$ cat src/fpu_params.svh
`ifndef FPU_PARAMS_SVH
`define FPU_PARAMS_SVH

// Single-precision field layout
`define FP_WIDTH   32
`define FP_EXP_W   8
`define FP_MAN_W   23
`define FP_WIN_W   48   // Two significands wide
`define FP_EXP_MAX 255

`endif

$ cat src/fpFormatPkg.sv
`default_nettype none

`include "fpu_params.svh"

package fpFormatPkg;

    // Stored exponent field
    typedef logic [`FP_EXP_W-1:0] expT;

    // Stored fraction without the hidden bit
    typedef logic [`FP_MAN_W-1:0] manT;

    typedef logic [`FP_MAN_W:0] sigT;     // Hidden bit plus fraction

    // Alignment and sum window
    typedef logic [`FP_WIN_W-1:0] winT;

    typedef logic [5:0] shiftT;           // 0 to 48

endpackage

`default_nettype wire

$ cat src/fpOpPkg.sv
`default_nettype none

package fpOpPkg;

    // Operation select for the adder
    typedef enum logic {
        opAdd = 1'b0,
        opSub = 1'b1
    } fpOp_e;

endpackage

`default_nettype wire

$ cat src/fpOperandPrep.sv
`default_nettype none

`include "fpu_params.svh"

module fpOperandPrep (
    input  logic                   clk,
    input  logic                   rstN,
    input  logic                   inValid,
    input  fpOpPkg::fpOp_e         op,
    input  logic [`FP_WIDTH-1:0]   a,
    input  logic [`FP_WIDTH-1:0]   b,
    output logic                   prepValid,
    output logic                   bigSign,
    output fpFormatPkg::expT       bigExp,
    output fpFormatPkg::sigT       bigSig,
    output fpFormatPkg::sigT       smallSig,
    output fpFormatPkg::expT       expDiff,
    output logic                   effSub
);

    import fpFormatPkg::*;
    import fpOpPkg::*;

    logic aSign;
    logic bSign;
    expT  aExp;
    expT  bExp;
    sigT  aSig;
    sigT  bSig;
    logic aBigger;

    assign aSign = a[`FP_WIDTH-1];
    assign bSign = b[`FP_WIDTH-1] ^ (op == opSub);   // Subtract flips b

    assign aExp = a[`FP_WIDTH-2 -: `FP_EXP_W];
    assign bExp = b[`FP_WIDTH-2 -: `FP_EXP_W];

    // Zero exponent field means zero operand, no hidden bit
    assign aSig = {|aExp, a[`FP_MAN_W-1:0]};
    assign bSig = {|bExp, b[`FP_MAN_W-1:0]};

    // Magnitude order, a wins a full tie
    assign aBigger = (aExp > bExp) || ((aExp == bExp) && (aSig >= bSig));

    always_ff @(posedge clk or negedge rstN) begin
        if (!rstN) begin
            prepValid <= 1'b0;
        end else begin
            prepValid <= inValid;
        end
    end

    always_ff @(posedge clk) begin
        if (inValid) begin
            effSub <= aSign ^ bSign;
            if (aBigger) begin
                bigSign  <= aSign;
                bigExp   <= aExp;
                bigSig   <= aSig;
                smallSig <= bSig;
                expDiff  <= aExp - bExp;
            end else begin
                bigSign  <= bSign;
                bigExp   <= bExp;
                bigSig   <= bSig;
                smallSig <= aSig;
                expDiff  <= bExp - aExp;
            end
        end
    end

endmodule

`default_nettype wire

$ cat src/fpAlignAdd.sv
`default_nettype none

`include "fpu_params.svh"

module fpAlignAdd (
    input  logic              clk,
    input  logic              rstN,
    input  logic              prepValid,
    input  logic              bigSign,
    input  fpFormatPkg::expT  bigExp,
    input  fpFormatPkg::sigT  bigSig,
    input  fpFormatPkg::sigT  smallSig,
    input  fpFormatPkg::expT  expDiff,
    input  logic              effSub,
    output logic              sumValid,
    output logic              sumSign,
    output fpFormatPkg::expT  sumExp,
    output fpFormatPkg::winT  sumWin
);

    import fpFormatPkg::*;

    localparam int PadW = `FP_WIN_W - `FP_MAN_W - 2;   // Zero tail below the significand

    shiftT shiftAmt;
    winT   bigWin;
    winT   smallWin;
    winT   smallShifted;
    winT   sumNext;

    // Spare top bit catches the carry of an add
    assign bigWin   = {1'b0, bigSig, {PadW{1'b0}}};
    assign smallWin = {1'b0, smallSig, {PadW{1'b0}}};

    // Saturate so that far operands shift out completely
    assign shiftAmt = (expDiff >= expT'(`FP_WIN_W)) ? shiftT'(`FP_WIN_W)
                                                    : shiftT'(expDiff);

    assign smallShifted = smallWin >> shiftAmt;

    // Larger magnitude first, so subtract never goes negative
    assign sumNext = effSub ? (bigWin - smallShifted) : (bigWin + smallShifted);

    always_ff @(posedge clk or negedge rstN) begin
        if (!rstN) begin
            sumValid <= 1'b0;
        end else begin
            sumValid <= prepValid;
        end
    end

    always_ff @(posedge clk) begin
        if (prepValid) begin
            sumSign <= bigSign;
            sumExp  <= bigExp;
            sumWin  <= sumNext;
        end
    end

endmodule

`default_nettype wire

$ cat src/fpNormalize.sv
`default_nettype none

`include "fpu_params.svh"

module fpNormalize (
    input  logic                   clk,
    input  logic                   rstN,
    input  logic                   sumValid,
    input  logic                   sumSign,
    input  fpFormatPkg::expT       sumExp,
    input  fpFormatPkg::winT       sumWin,
    output logic                   outValid,
    output logic [`FP_WIDTH-1:0]   result,
    output logic                   zeroFlag,
    output logic                   overflowFlag
);

    import fpFormatPkg::*;

    shiftT lz;
    winT   normWin;
    manT   frac;
    logic  signed [`FP_EXP_W+1:0] expWide;   // Room for carry and underflow
    logic  isZero;
    logic  isOver;
    logic  [`FP_WIDTH-1:0] resultNext;

    // Leading zero count, highest set bit wins
    always_comb begin
        lz = shiftT'(`FP_WIN_W);
        for (int i = 0; i < `FP_WIN_W; i++) begin
            if (sumWin[i]) begin
                lz = shiftT'(`FP_WIN_W - 1 - i);
            end
        end
    end

    // Leading one lands on the top bit
    assign normWin = sumWin << lz;
    assign frac    = normWin[`FP_WIN_W-2 -: `FP_MAN_W];

    // Window top bit sits one position above the hidden bit
    assign expWide = $signed({2'b00, sumExp})
                   - $signed({{(`FP_EXP_W - 4){1'b0}}, lz})
                   + 10'sd1;

    assign isZero = (sumWin == '0) || (expWide <= 0);
    assign isOver = !isZero && (expWide >= `FP_EXP_MAX);

    always_comb begin
        if (isZero) begin
            resultNext = '0;                           // Always +0
        end else if (isOver) begin
            resultNext = {sumSign, expT'(`FP_EXP_MAX), manT'(0)};
        end else begin
            resultNext = {sumSign, expWide[`FP_EXP_W-1:0], frac};
        end
    end

    always_ff @(posedge clk or negedge rstN) begin
        if (!rstN) begin
            outValid     <= 1'b0;
            result       <= '0;
            zeroFlag     <= 1'b0;
            overflowFlag <= 1'b0;
        end else begin
            outValid <= sumValid;
            if (sumValid) begin
                result       <= resultNext;
                zeroFlag     <= isZero;
                overflowFlag <= isOver;
            end
        end
    end

endmodule

`default_nettype wire

$ cat src/fpAddPipe.sv
`default_nettype none

`include "fpu_params.svh"

module fpAddPipe (
    input  logic                   clk,
    input  logic                   rstN,
    input  logic                   inValid,
    input  fpOpPkg::fpOp_e         op,
    input  logic [`FP_WIDTH-1:0]   a,
    input  logic [`FP_WIDTH-1:0]   b,
    output logic                   outValid,
    output logic [`FP_WIDTH-1:0]   result,
    output logic                   zeroFlag,
    output logic                   overflowFlag
);

    import fpFormatPkg::*;

    // Stage 1 to stage 2
    logic prepValid;
    logic bigSign;
    expT  bigExp;
    sigT  bigSig;
    sigT  smallSig;
    expT  expDiff;
    logic effSub;

    // Stage 2 to stage 3
    logic sumValid;
    logic sumSign;
    expT  sumExp;
    winT  sumWin;

    fpOperandPrep prep0 (
        .clk       (clk),
        .rstN      (rstN),
        .inValid   (inValid),
        .op        (op),
        .a         (a),
        .b         (b),
        .prepValid (prepValid),
        .bigSign   (bigSign),
        .bigExp    (bigExp),
        .bigSig    (bigSig),
        .smallSig  (smallSig),
        .expDiff   (expDiff),
        .effSub    (effSub)
    );

    fpAlignAdd align0 (
        .clk       (clk),
        .rstN      (rstN),
        .prepValid (prepValid),
        .bigSign   (bigSign),
        .bigExp    (bigExp),
        .bigSig    (bigSig),
        .smallSig  (smallSig),
        .expDiff   (expDiff),
        .effSub    (effSub),
        .sumValid  (sumValid),
        .sumSign   (sumSign),
        .sumExp    (sumExp),
        .sumWin    (sumWin)
    );

    fpNormalize norm0 (
        .clk          (clk),
        .rstN         (rstN),
        .sumValid     (sumValid),
        .sumSign      (sumSign),
        .sumExp       (sumExp),
        .sumWin       (sumWin),
        .outValid     (outValid),
        .result       (result),
        .zeroFlag     (zeroFlag),
        .overflowFlag (overflowFlag)
    );

endmodule

`default_nettype wire

$ cat config.mk
export PLATFORM = sky130hd
export DESIGN_NAME = fpAddPipe
export DESIGN_NICKNAME = d
export VERILOG_FILES = /design/src/fpFormatPkg.sv /design/src/fpOpPkg.sv /design/src/fpOperandPrep.sv /design/src/fpAlignAdd.sv /design/src/fpNormalize.sv /design/src/fpAddPipe.sv
export VERILOG_INCLUDE_DIRS = /design/src
export SDC_FILE = /design/constraint.sdc
export NUM_CORES = 1
export LEC_CHECK = 0
export BUFFER_PORTS_ARGS = -buffer_cell sky130_fd_sc_hd__buf_4
export CAP_MARGIN = 20
export CORE_ASPECT_RATIO = 0.7
export CORE_UTILIZATION = 55
export DETAILED_ROUTE_END_ITERATION = 16
export PLACE_DENSITY = 0.8
export SLEW_MARGIN = 10
export SYNTH_ARGS = -nofsm -noshare
export SYNTH_HDL_FRONTEND = slang
export SYNTH_HIERARCHICAL = 1
export SYNTH_SLANG_ARGS = --single-unit
$ cat constraint.sdc
create_clock -name clk -period 6 [get_ports clk]
set_input_delay 1.2 -clock clk [delete_from_list [all_inputs] [get_ports clk]]
set_output_delay 1.2 -clock clk [all_outputs]
set_load 0.03 [all_outputs]
# [Yosys cells after proc, flatten, opt, wreduce, memory -nomap -nowiden]
# Cells that the tools add are included.
# W data, S select, Z words.
[totals] reg_bits=160 latchBits=0 ram_bits=0 mem_bits_ro=0 out_inout_bits=35 elab_cells=96 n_memories=0
[classes] n_addsub=6 n_mul=0 div=0 magnitude_cmp=5 eq_ne=1 shifts=2 mux=57 bitwise_logic=2 n_reduce_logical=8
[op_table] op="$mux W6" count=48
[op_table] op="$add A47 B48 Y48" count=1
[op_table] op="$logic_not A48 Y1" count=1
[op_table] op="$mux W24" count=2
[op_table] op="$mux W48" count=1
[op_table] op="$shl A48 B6 Y47" count=1
[op_table] op="$shr A47 B6 Y48" count=1
[op_table] op="$sub A47 B48 Y48" count=1
[op_table] op="$mux W32" count=1
[op_table] op="$mux W31" count=1
[op_table] op="$ge A24 B24 Y1" count=1
[op_table] op="$mux W8" count=2
[op_table] op="$reduce_or A8 Y1" count=2
[op_table] op="$sub A8 B8 Y8" count=2
[op_table] op="$add A9 B2 Y10 const B" count=1
[op_table] op="$ge A10 B9 Y1 const B" count=1
[op_table] op="$le A10 B1 Y1 const B" count=1
[op_table] op="$sub A8 B6 Y9" count=1
[op_table] op="$eq A8 B8 Y1" count=1
[op_table] op="$ge A8 B6 Y1 const B" count=1
[op_table] op="$gt A8 B8 Y1" count=1
[op_table] op="$mux W5" count=1
[op_table] op="$logic_and A1 B1 Y1" count=2
[op_table] op="$logic_or A1 B1 Y1" count=2
[op_table] op="3 further kinds" count=4

# [Logic depth before layout (Yosys ltp)]
[logic_depth] depth_word=56 ltp_mapped=24 mapped_depth_nobuf=21

# [By module]
# The synthesis kept the hierarchy.
[by_module_without_submodules] mod="fpAlignAdd" n_inst=1 cells_each=1016 area_per_inst_um2=7881.3 seq_area_each_um2=1736.7
[by_module_without_submodules] mod="fpNormalize" n_inst=1 cells_each=719 area_per_inst_um2=5515.3 seq_area_each_um2=875.8
[by_module_without_submodules] mod="fpOperandPrep" n_inst=1 cells_each=340 area_per_inst_um2=3900.0 seq_area_each_um2=2006.9

# [Worst setup path after synthesis]
# Ideal clock, no wire load.
[synth_path] path_kind="flip-flop to flip-flop" from="reg align0.sumWin[1]" to="reg norm0.result[10]" arrival_time_ns=5.012 t_required_ns=5.876 path_slack_ns=0.864 stages_incl_launch_ff=21 path_buffers=2 cell_sequence="edfxtp_1 nand2b_4 a2111oi_4 o211ai_2 a2111oi_4 nor2_4 clkinv_4 buf_4 ha_1 inv_1 fa_1 a211oi_1 o21bai_1 a21o_1 xor2_1 or4_1 a31oi_1 nor3_2 and3_1 buf_1 o31a_1"
[synth_between] elab_chain_cells=55
[synth_rtl] element="from (decl)" line="fpAlignAdd.sv:18" rtl="output fpFormatPkg::winT sumWin"
[synth_rtl] element="from (signal assigned)" line="fpAlignAdd.sv:56" rtl="sumWin <= sumNext;"
[synth_rtl] element="$mux W6 (47 in a row)" line="fpNormalize.sv:32" rtl="if (sumWin[i]) begin"
[synth_rtl] element="$sub A8 B6 Y9" line="fpNormalize.sv:43" rtl="assign expWide = $signed({2'b00, sumExp})"
[synth_rtl] element="$add A9 B2 Y10" line="fpNormalize.sv:43"
[synth_rtl] element="$le A10 B1 Y1" line="fpNormalize.sv:47" rtl="assign isZero = (sumWin == '0) || (expWide <= 0);"
[synth_rtl] element="$logic_or A1 B1 Y1" line="fpNormalize.sv:47"
[synth_rtl] element="$logic_not A1 Y1" line="fpNormalize.sv:48" rtl="assign isOver = !isZero && (expWide >= `FP_EXP_MAX);"
[synth_rtl] element="$logic_and A1 B1 Y1" line="fpNormalize.sv:48"
[synth_rtl] element="$mux W31" line="fpNormalize.sv:53" rtl="end else if (isOver) begin"
[synth_rtl] element="$mux W32 *" line="fpNormalize.sv:51" rtl="if (isZero) begin"
[synth_rtl] element="to (signal assigned)" line="fpNormalize.sv:69" rtl="result <= resultNext;"
[synth_rtl] element="to (decl)" line="fpNormalize.sv:13" rtl="output logic [`FP_WIDTH-1:0] result,"
# Mark *: on every way between the ends. The rest lies on a longest branch, timed or not.
# A chain may end at the register's enable or synchronous reset.

# [Worst setup path after layout]
[layout_path] from="reg prep0.expDiff[7]" to="reg align0.sumWin[38] (data pin)"
[layout_between] elab_chain_cells=5
[layout_rtl] element="from (decl)" line="fpOperandPrep.sv:17" rtl="output fpFormatPkg::expT expDiff,"
[layout_rtl] element="from (signal assigned)" line="fpOperandPrep.sv:61" rtl="expDiff <= aExp - bExp;"
[layout_rtl] element="from (signal assigned)" line="fpOperandPrep.sv:67" rtl="expDiff <= bExp - aExp;"
[layout_rtl] element="$ge A8 B6 Y1 *" line="fpAlignAdd.sv:36" rtl="assign shiftAmt = (expDiff >= expT'(`FP_WIN_W)) ? shiftT'(`FP_WIN_W)"
[layout_rtl] element="$mux W6 *" line="fpAlignAdd.sv:36"
[layout_rtl] element="$shr A47 B6 Y48 *" line="fpAlignAdd.sv:39" rtl="assign smallShifted = smallWin >> shiftAmt;"
[layout_rtl] element="$add A47 B48 Y48 or $sub A47 B48 Y48 (tied branches)" line="fpAlignAdd.sv:42" rtl="assign sumNext = effSub ? (bigWin - smallShifted) : (bigWin + smallShifted);"
[layout_rtl] element="$mux W48 *" line="fpAlignAdd.sv:42"
[layout_rtl] element="named net align0.sumNext[38]" line="fpAlignAdd.sv:29" rtl="winT sumNext;"
# Mark *: on every way through the listed nets, which the timed path passes. The rest lies on a longest branch.

==> run metrics <==
status completed; Synth warnings 6; post-synth cell types between 90 and 100; Syn Nets 2,251; post-synthesis mux area share 0.0793; largest net degree at the start of global routing 68; Max-Cap Viols 0; vias in the first global route 16,100; dpl cells 2,540; CTS sink count 160; H-tree depth 4; cell chain of the critical path a211o_1 > buf_4 > a2111o_1 > o21ai_1 > mux2i_1 > mux2_2 > nand2_1 > o31ai_1 > buf_4 > nand2_1 > ha_1 > a21o_1 > a21o_1 > a2111oi_2 > o31a_1 > o21bai_1 > a21o_1 > a21oi_1 > o21a_1 > o21a_1 > a2111oi_2 > a2111o_1; total grt overflow 0; most common cell in the netlist a21oi_1; mapped cell area 17,300 um2; gr usage total 0.386; CTS Hold Buffers Added 0; post-synthesis adder-cell area fraction 0.0799; synth top area cells edfxtp_1, ha_1, dfrtp_1; root buffer cell clkbuf_16; Final period util 0.951; syn_area_per_cell about 8.3 um2; Startpoint Class flop; Syn-to-layout area delta 11.4%; antenna-violating nets left 0; Slew HR 0.275; Post-DP HPWL just under 50,000 um; XOR/XNOR share of the synthesized area 0.0314; final wirelength 62,600 um; Final setup viols 0; largest family of logic cells by synthesized area compound AO/OA/AOI/OAI gates; area of the die around 32,000 um2; min-delay worst type reg2reg; Antenna Cells 0; Req. time, crit path 6.20 ns; Pleak 7.97 nW; reg2reg setup slack 0.30 ns; site row count 53; CTS Buffer Depth 2; area of the core 30,400 um2; first-pass GRT wire length 94,900 um; VDD IR max between 0.0002 and 0.00025 V; fraction of registers with async set/reset 0.231; CP max-delay cell edfxtp_1; CTS buffer count 17; residual DRC count 0; Final Hold Vio Count 0; Vias 17,800; CP most frequent cell a21o_1; worst-margin pin slew 1.08 ns; final core occ 0.633; cell area after placement 18,600 um2; chip width 214 um; Critical Path End Type flop; Total Power 6.80 mW; Synth Instances 2,075; Simple-Gate Fraction of Synth Area 0.178; Max stage delay on crit path 0.52 ns; initial antenna violation count 0; Routed WL per cell 24.3 um; Synth Register Bits 160; Slew Viols, Final 0; via/cell ratio 6.92; Initial DRT Pass Iterations 8; Reg clk slew, reported paths 0.07 ns; PwrDens 353 nW/um2; # IOs 103; critical path class reg2reg; register area share after synthesis 0.267; Skew-Pair Late Insertion Delay 0.46 ns; layout cells sized above 1 0.155; Arrival @ worst endpoint roughly 5.9 ns; gpl congestion 1.04; cell family with most CP delay compound AO/OA/AOI/OAI gates; DR iter-0 viols 2,485; WHS 0.423 ns; clock skew 0.0101 ns; Tmin final between 5 and 6 ns; setup ws final 0.297 ns; post-route cell area slightly below 20,000 um2; Crit path buffers/inverters 2; Yosys top cell area share 0.214; dominant cell type by area after synthesis edfxtp_1; post-synthesis compound-gate area fraction 0.300; FMAX 0.175 GHz; Top FF cell, synth edfxtp_1; pre-CTS setup slack 0.0226 ns; CP max FO 21; CTS tree done; RSZ-0062 raised after global routing false; Die Y about 150 um; non-filler cells, final 2,578; PortBufs 102; Post-synth EDFFs about 120; setup TNS 0 ns; Initial Util 0.568; nets 2,329; synth cell count leaders a21oi_1, nand2_1, o21ai_0, nor2_1, inv_1
-- sequential cells by signal, indices dropped and copies added (netlist names), 8 cells and up --
| name | flops |
|---|---|
| align0/sumExp | 8 |
| align0/sumWin | 48 |
| norm0/result | 32 |
| prep0/bigExp | 8 |
| prep0/bigSig | 24 |
| prep0/expDiff | 8 |
| prep0/smallSig | 24 |
-- final cells by class --
cell class / instances / area (um2)
clock buffers: 19 / 454
repair buffers: 188 / 1420
fillers: 2611 / 11200
inverters: 140 / 531
multi-input cells: 1646 / 11600
flip-flops and latches: 160 / 4620
well taps: 412 / 515
clock inverters: 13 / 115
-- path summary, 6_finish.rpt --
path	start	to	cells past startpoint
setup / recovery	prep0/expDiff[7]$_DFFE_PP_	align0/sumWin[38]$_DFFE_PP_	22
hold / removal	prep0/bigExp[5]$_DFFE_PP_	align0/sumExp[5]$_DFFE_PP_	0
setup reg to reg	prep0/expDiff[7]$_DFFE_PP_	align0/sumWin[38]$_DFFE_PP_	22
hold reg to reg	prep0/bigExp[5]$_DFFE_PP_	align0/sumExp[5]$_DFFE_PP_	0
max in group asynchronous	rstN	prep0/prepValid$_DFF_PN0_	1
min in group asynchronous	rstN	norm0/result[10]$_DFFE_PN0P_	1
-- placed cells by master (no fill, tap or decap), drive strengths merged, types with 37 or more instances in the layout --
| cell type | n |
|---|---|
| buf | 188 |
| o21ai | 161 |
| a21oi | 160 |
| nand2 | 157 |
| inv | 144 |
| nor2 | 141 |
| edfxtp | 123 |
| ha | 104 |
| nand3 | 56 |
| mux2i | 56 |
| nor3 | 46 |
| mux2 | 44 |
| xnor2 | 40 |
| a211oi | 39 |
| dfrtp | 37 |
-- worst register-to-register path: stages (launching register included) --
cell       delay [ns]
edfxtp_1         0.52
a211o_1          0.45
buf_4            0.27
a2111o_1         0.44
o21ai_1          0.18
mux2i_1          0.13
mux2_2           0.31
nand2_1          0.08
o31ai_1          0.06
buf_4            0.16
nand2_1          0.13
ha_1             0.26
a21o_1           0.16
a21o_1           0.20
a2111oi_2        0.48
o31a_1           0.30
o21bai_1         0.09
a21o_1           0.19
a21oi_1          0.18
o21a_1           0.17
o21a_1           0.28
a2111oi_2        0.11
a2111o_1         0.30
-- cell families after synthesis --
family / after synthesis
adders and majority gates: 108
xor gates and xnor gates: 62
buffers and inverters: 269
DFF: 160
AOI/OAI and AO/OA: 748
muxes: 114
and+or+nand+nor: 614
-- power by group --
| part | switching (mW) | leakage (nW) | internal [mW] |
|---|---|---|---|
| Clock | 0.526 | 0.282 | 0.570 |
| Sequential | 0.296 | 1.65 | 1.52 |
| Combinational | 2.44 | 6.03 | 1.46 |
| Total | 3.26 | 7.97 | 3.55 |
-- routing by layer --
metal	wire, um	up-vias	GRT usage
li1	-	8023	-
met1	28700	8534	0.583
met2	23800	1185	0.508
met3	9130	100	0.141
met4	983	2	0.0835
met5	2	-	0.00909
-- what timing repair did --
item | CTS | global route
setup buffers | 0 | 6
pin swaps | 0 | 1
resized for setup | 1 | 7
endpoints found under the setup margin | 1 | 9
No activity file was read; power rests on OpenSTA's default activity.
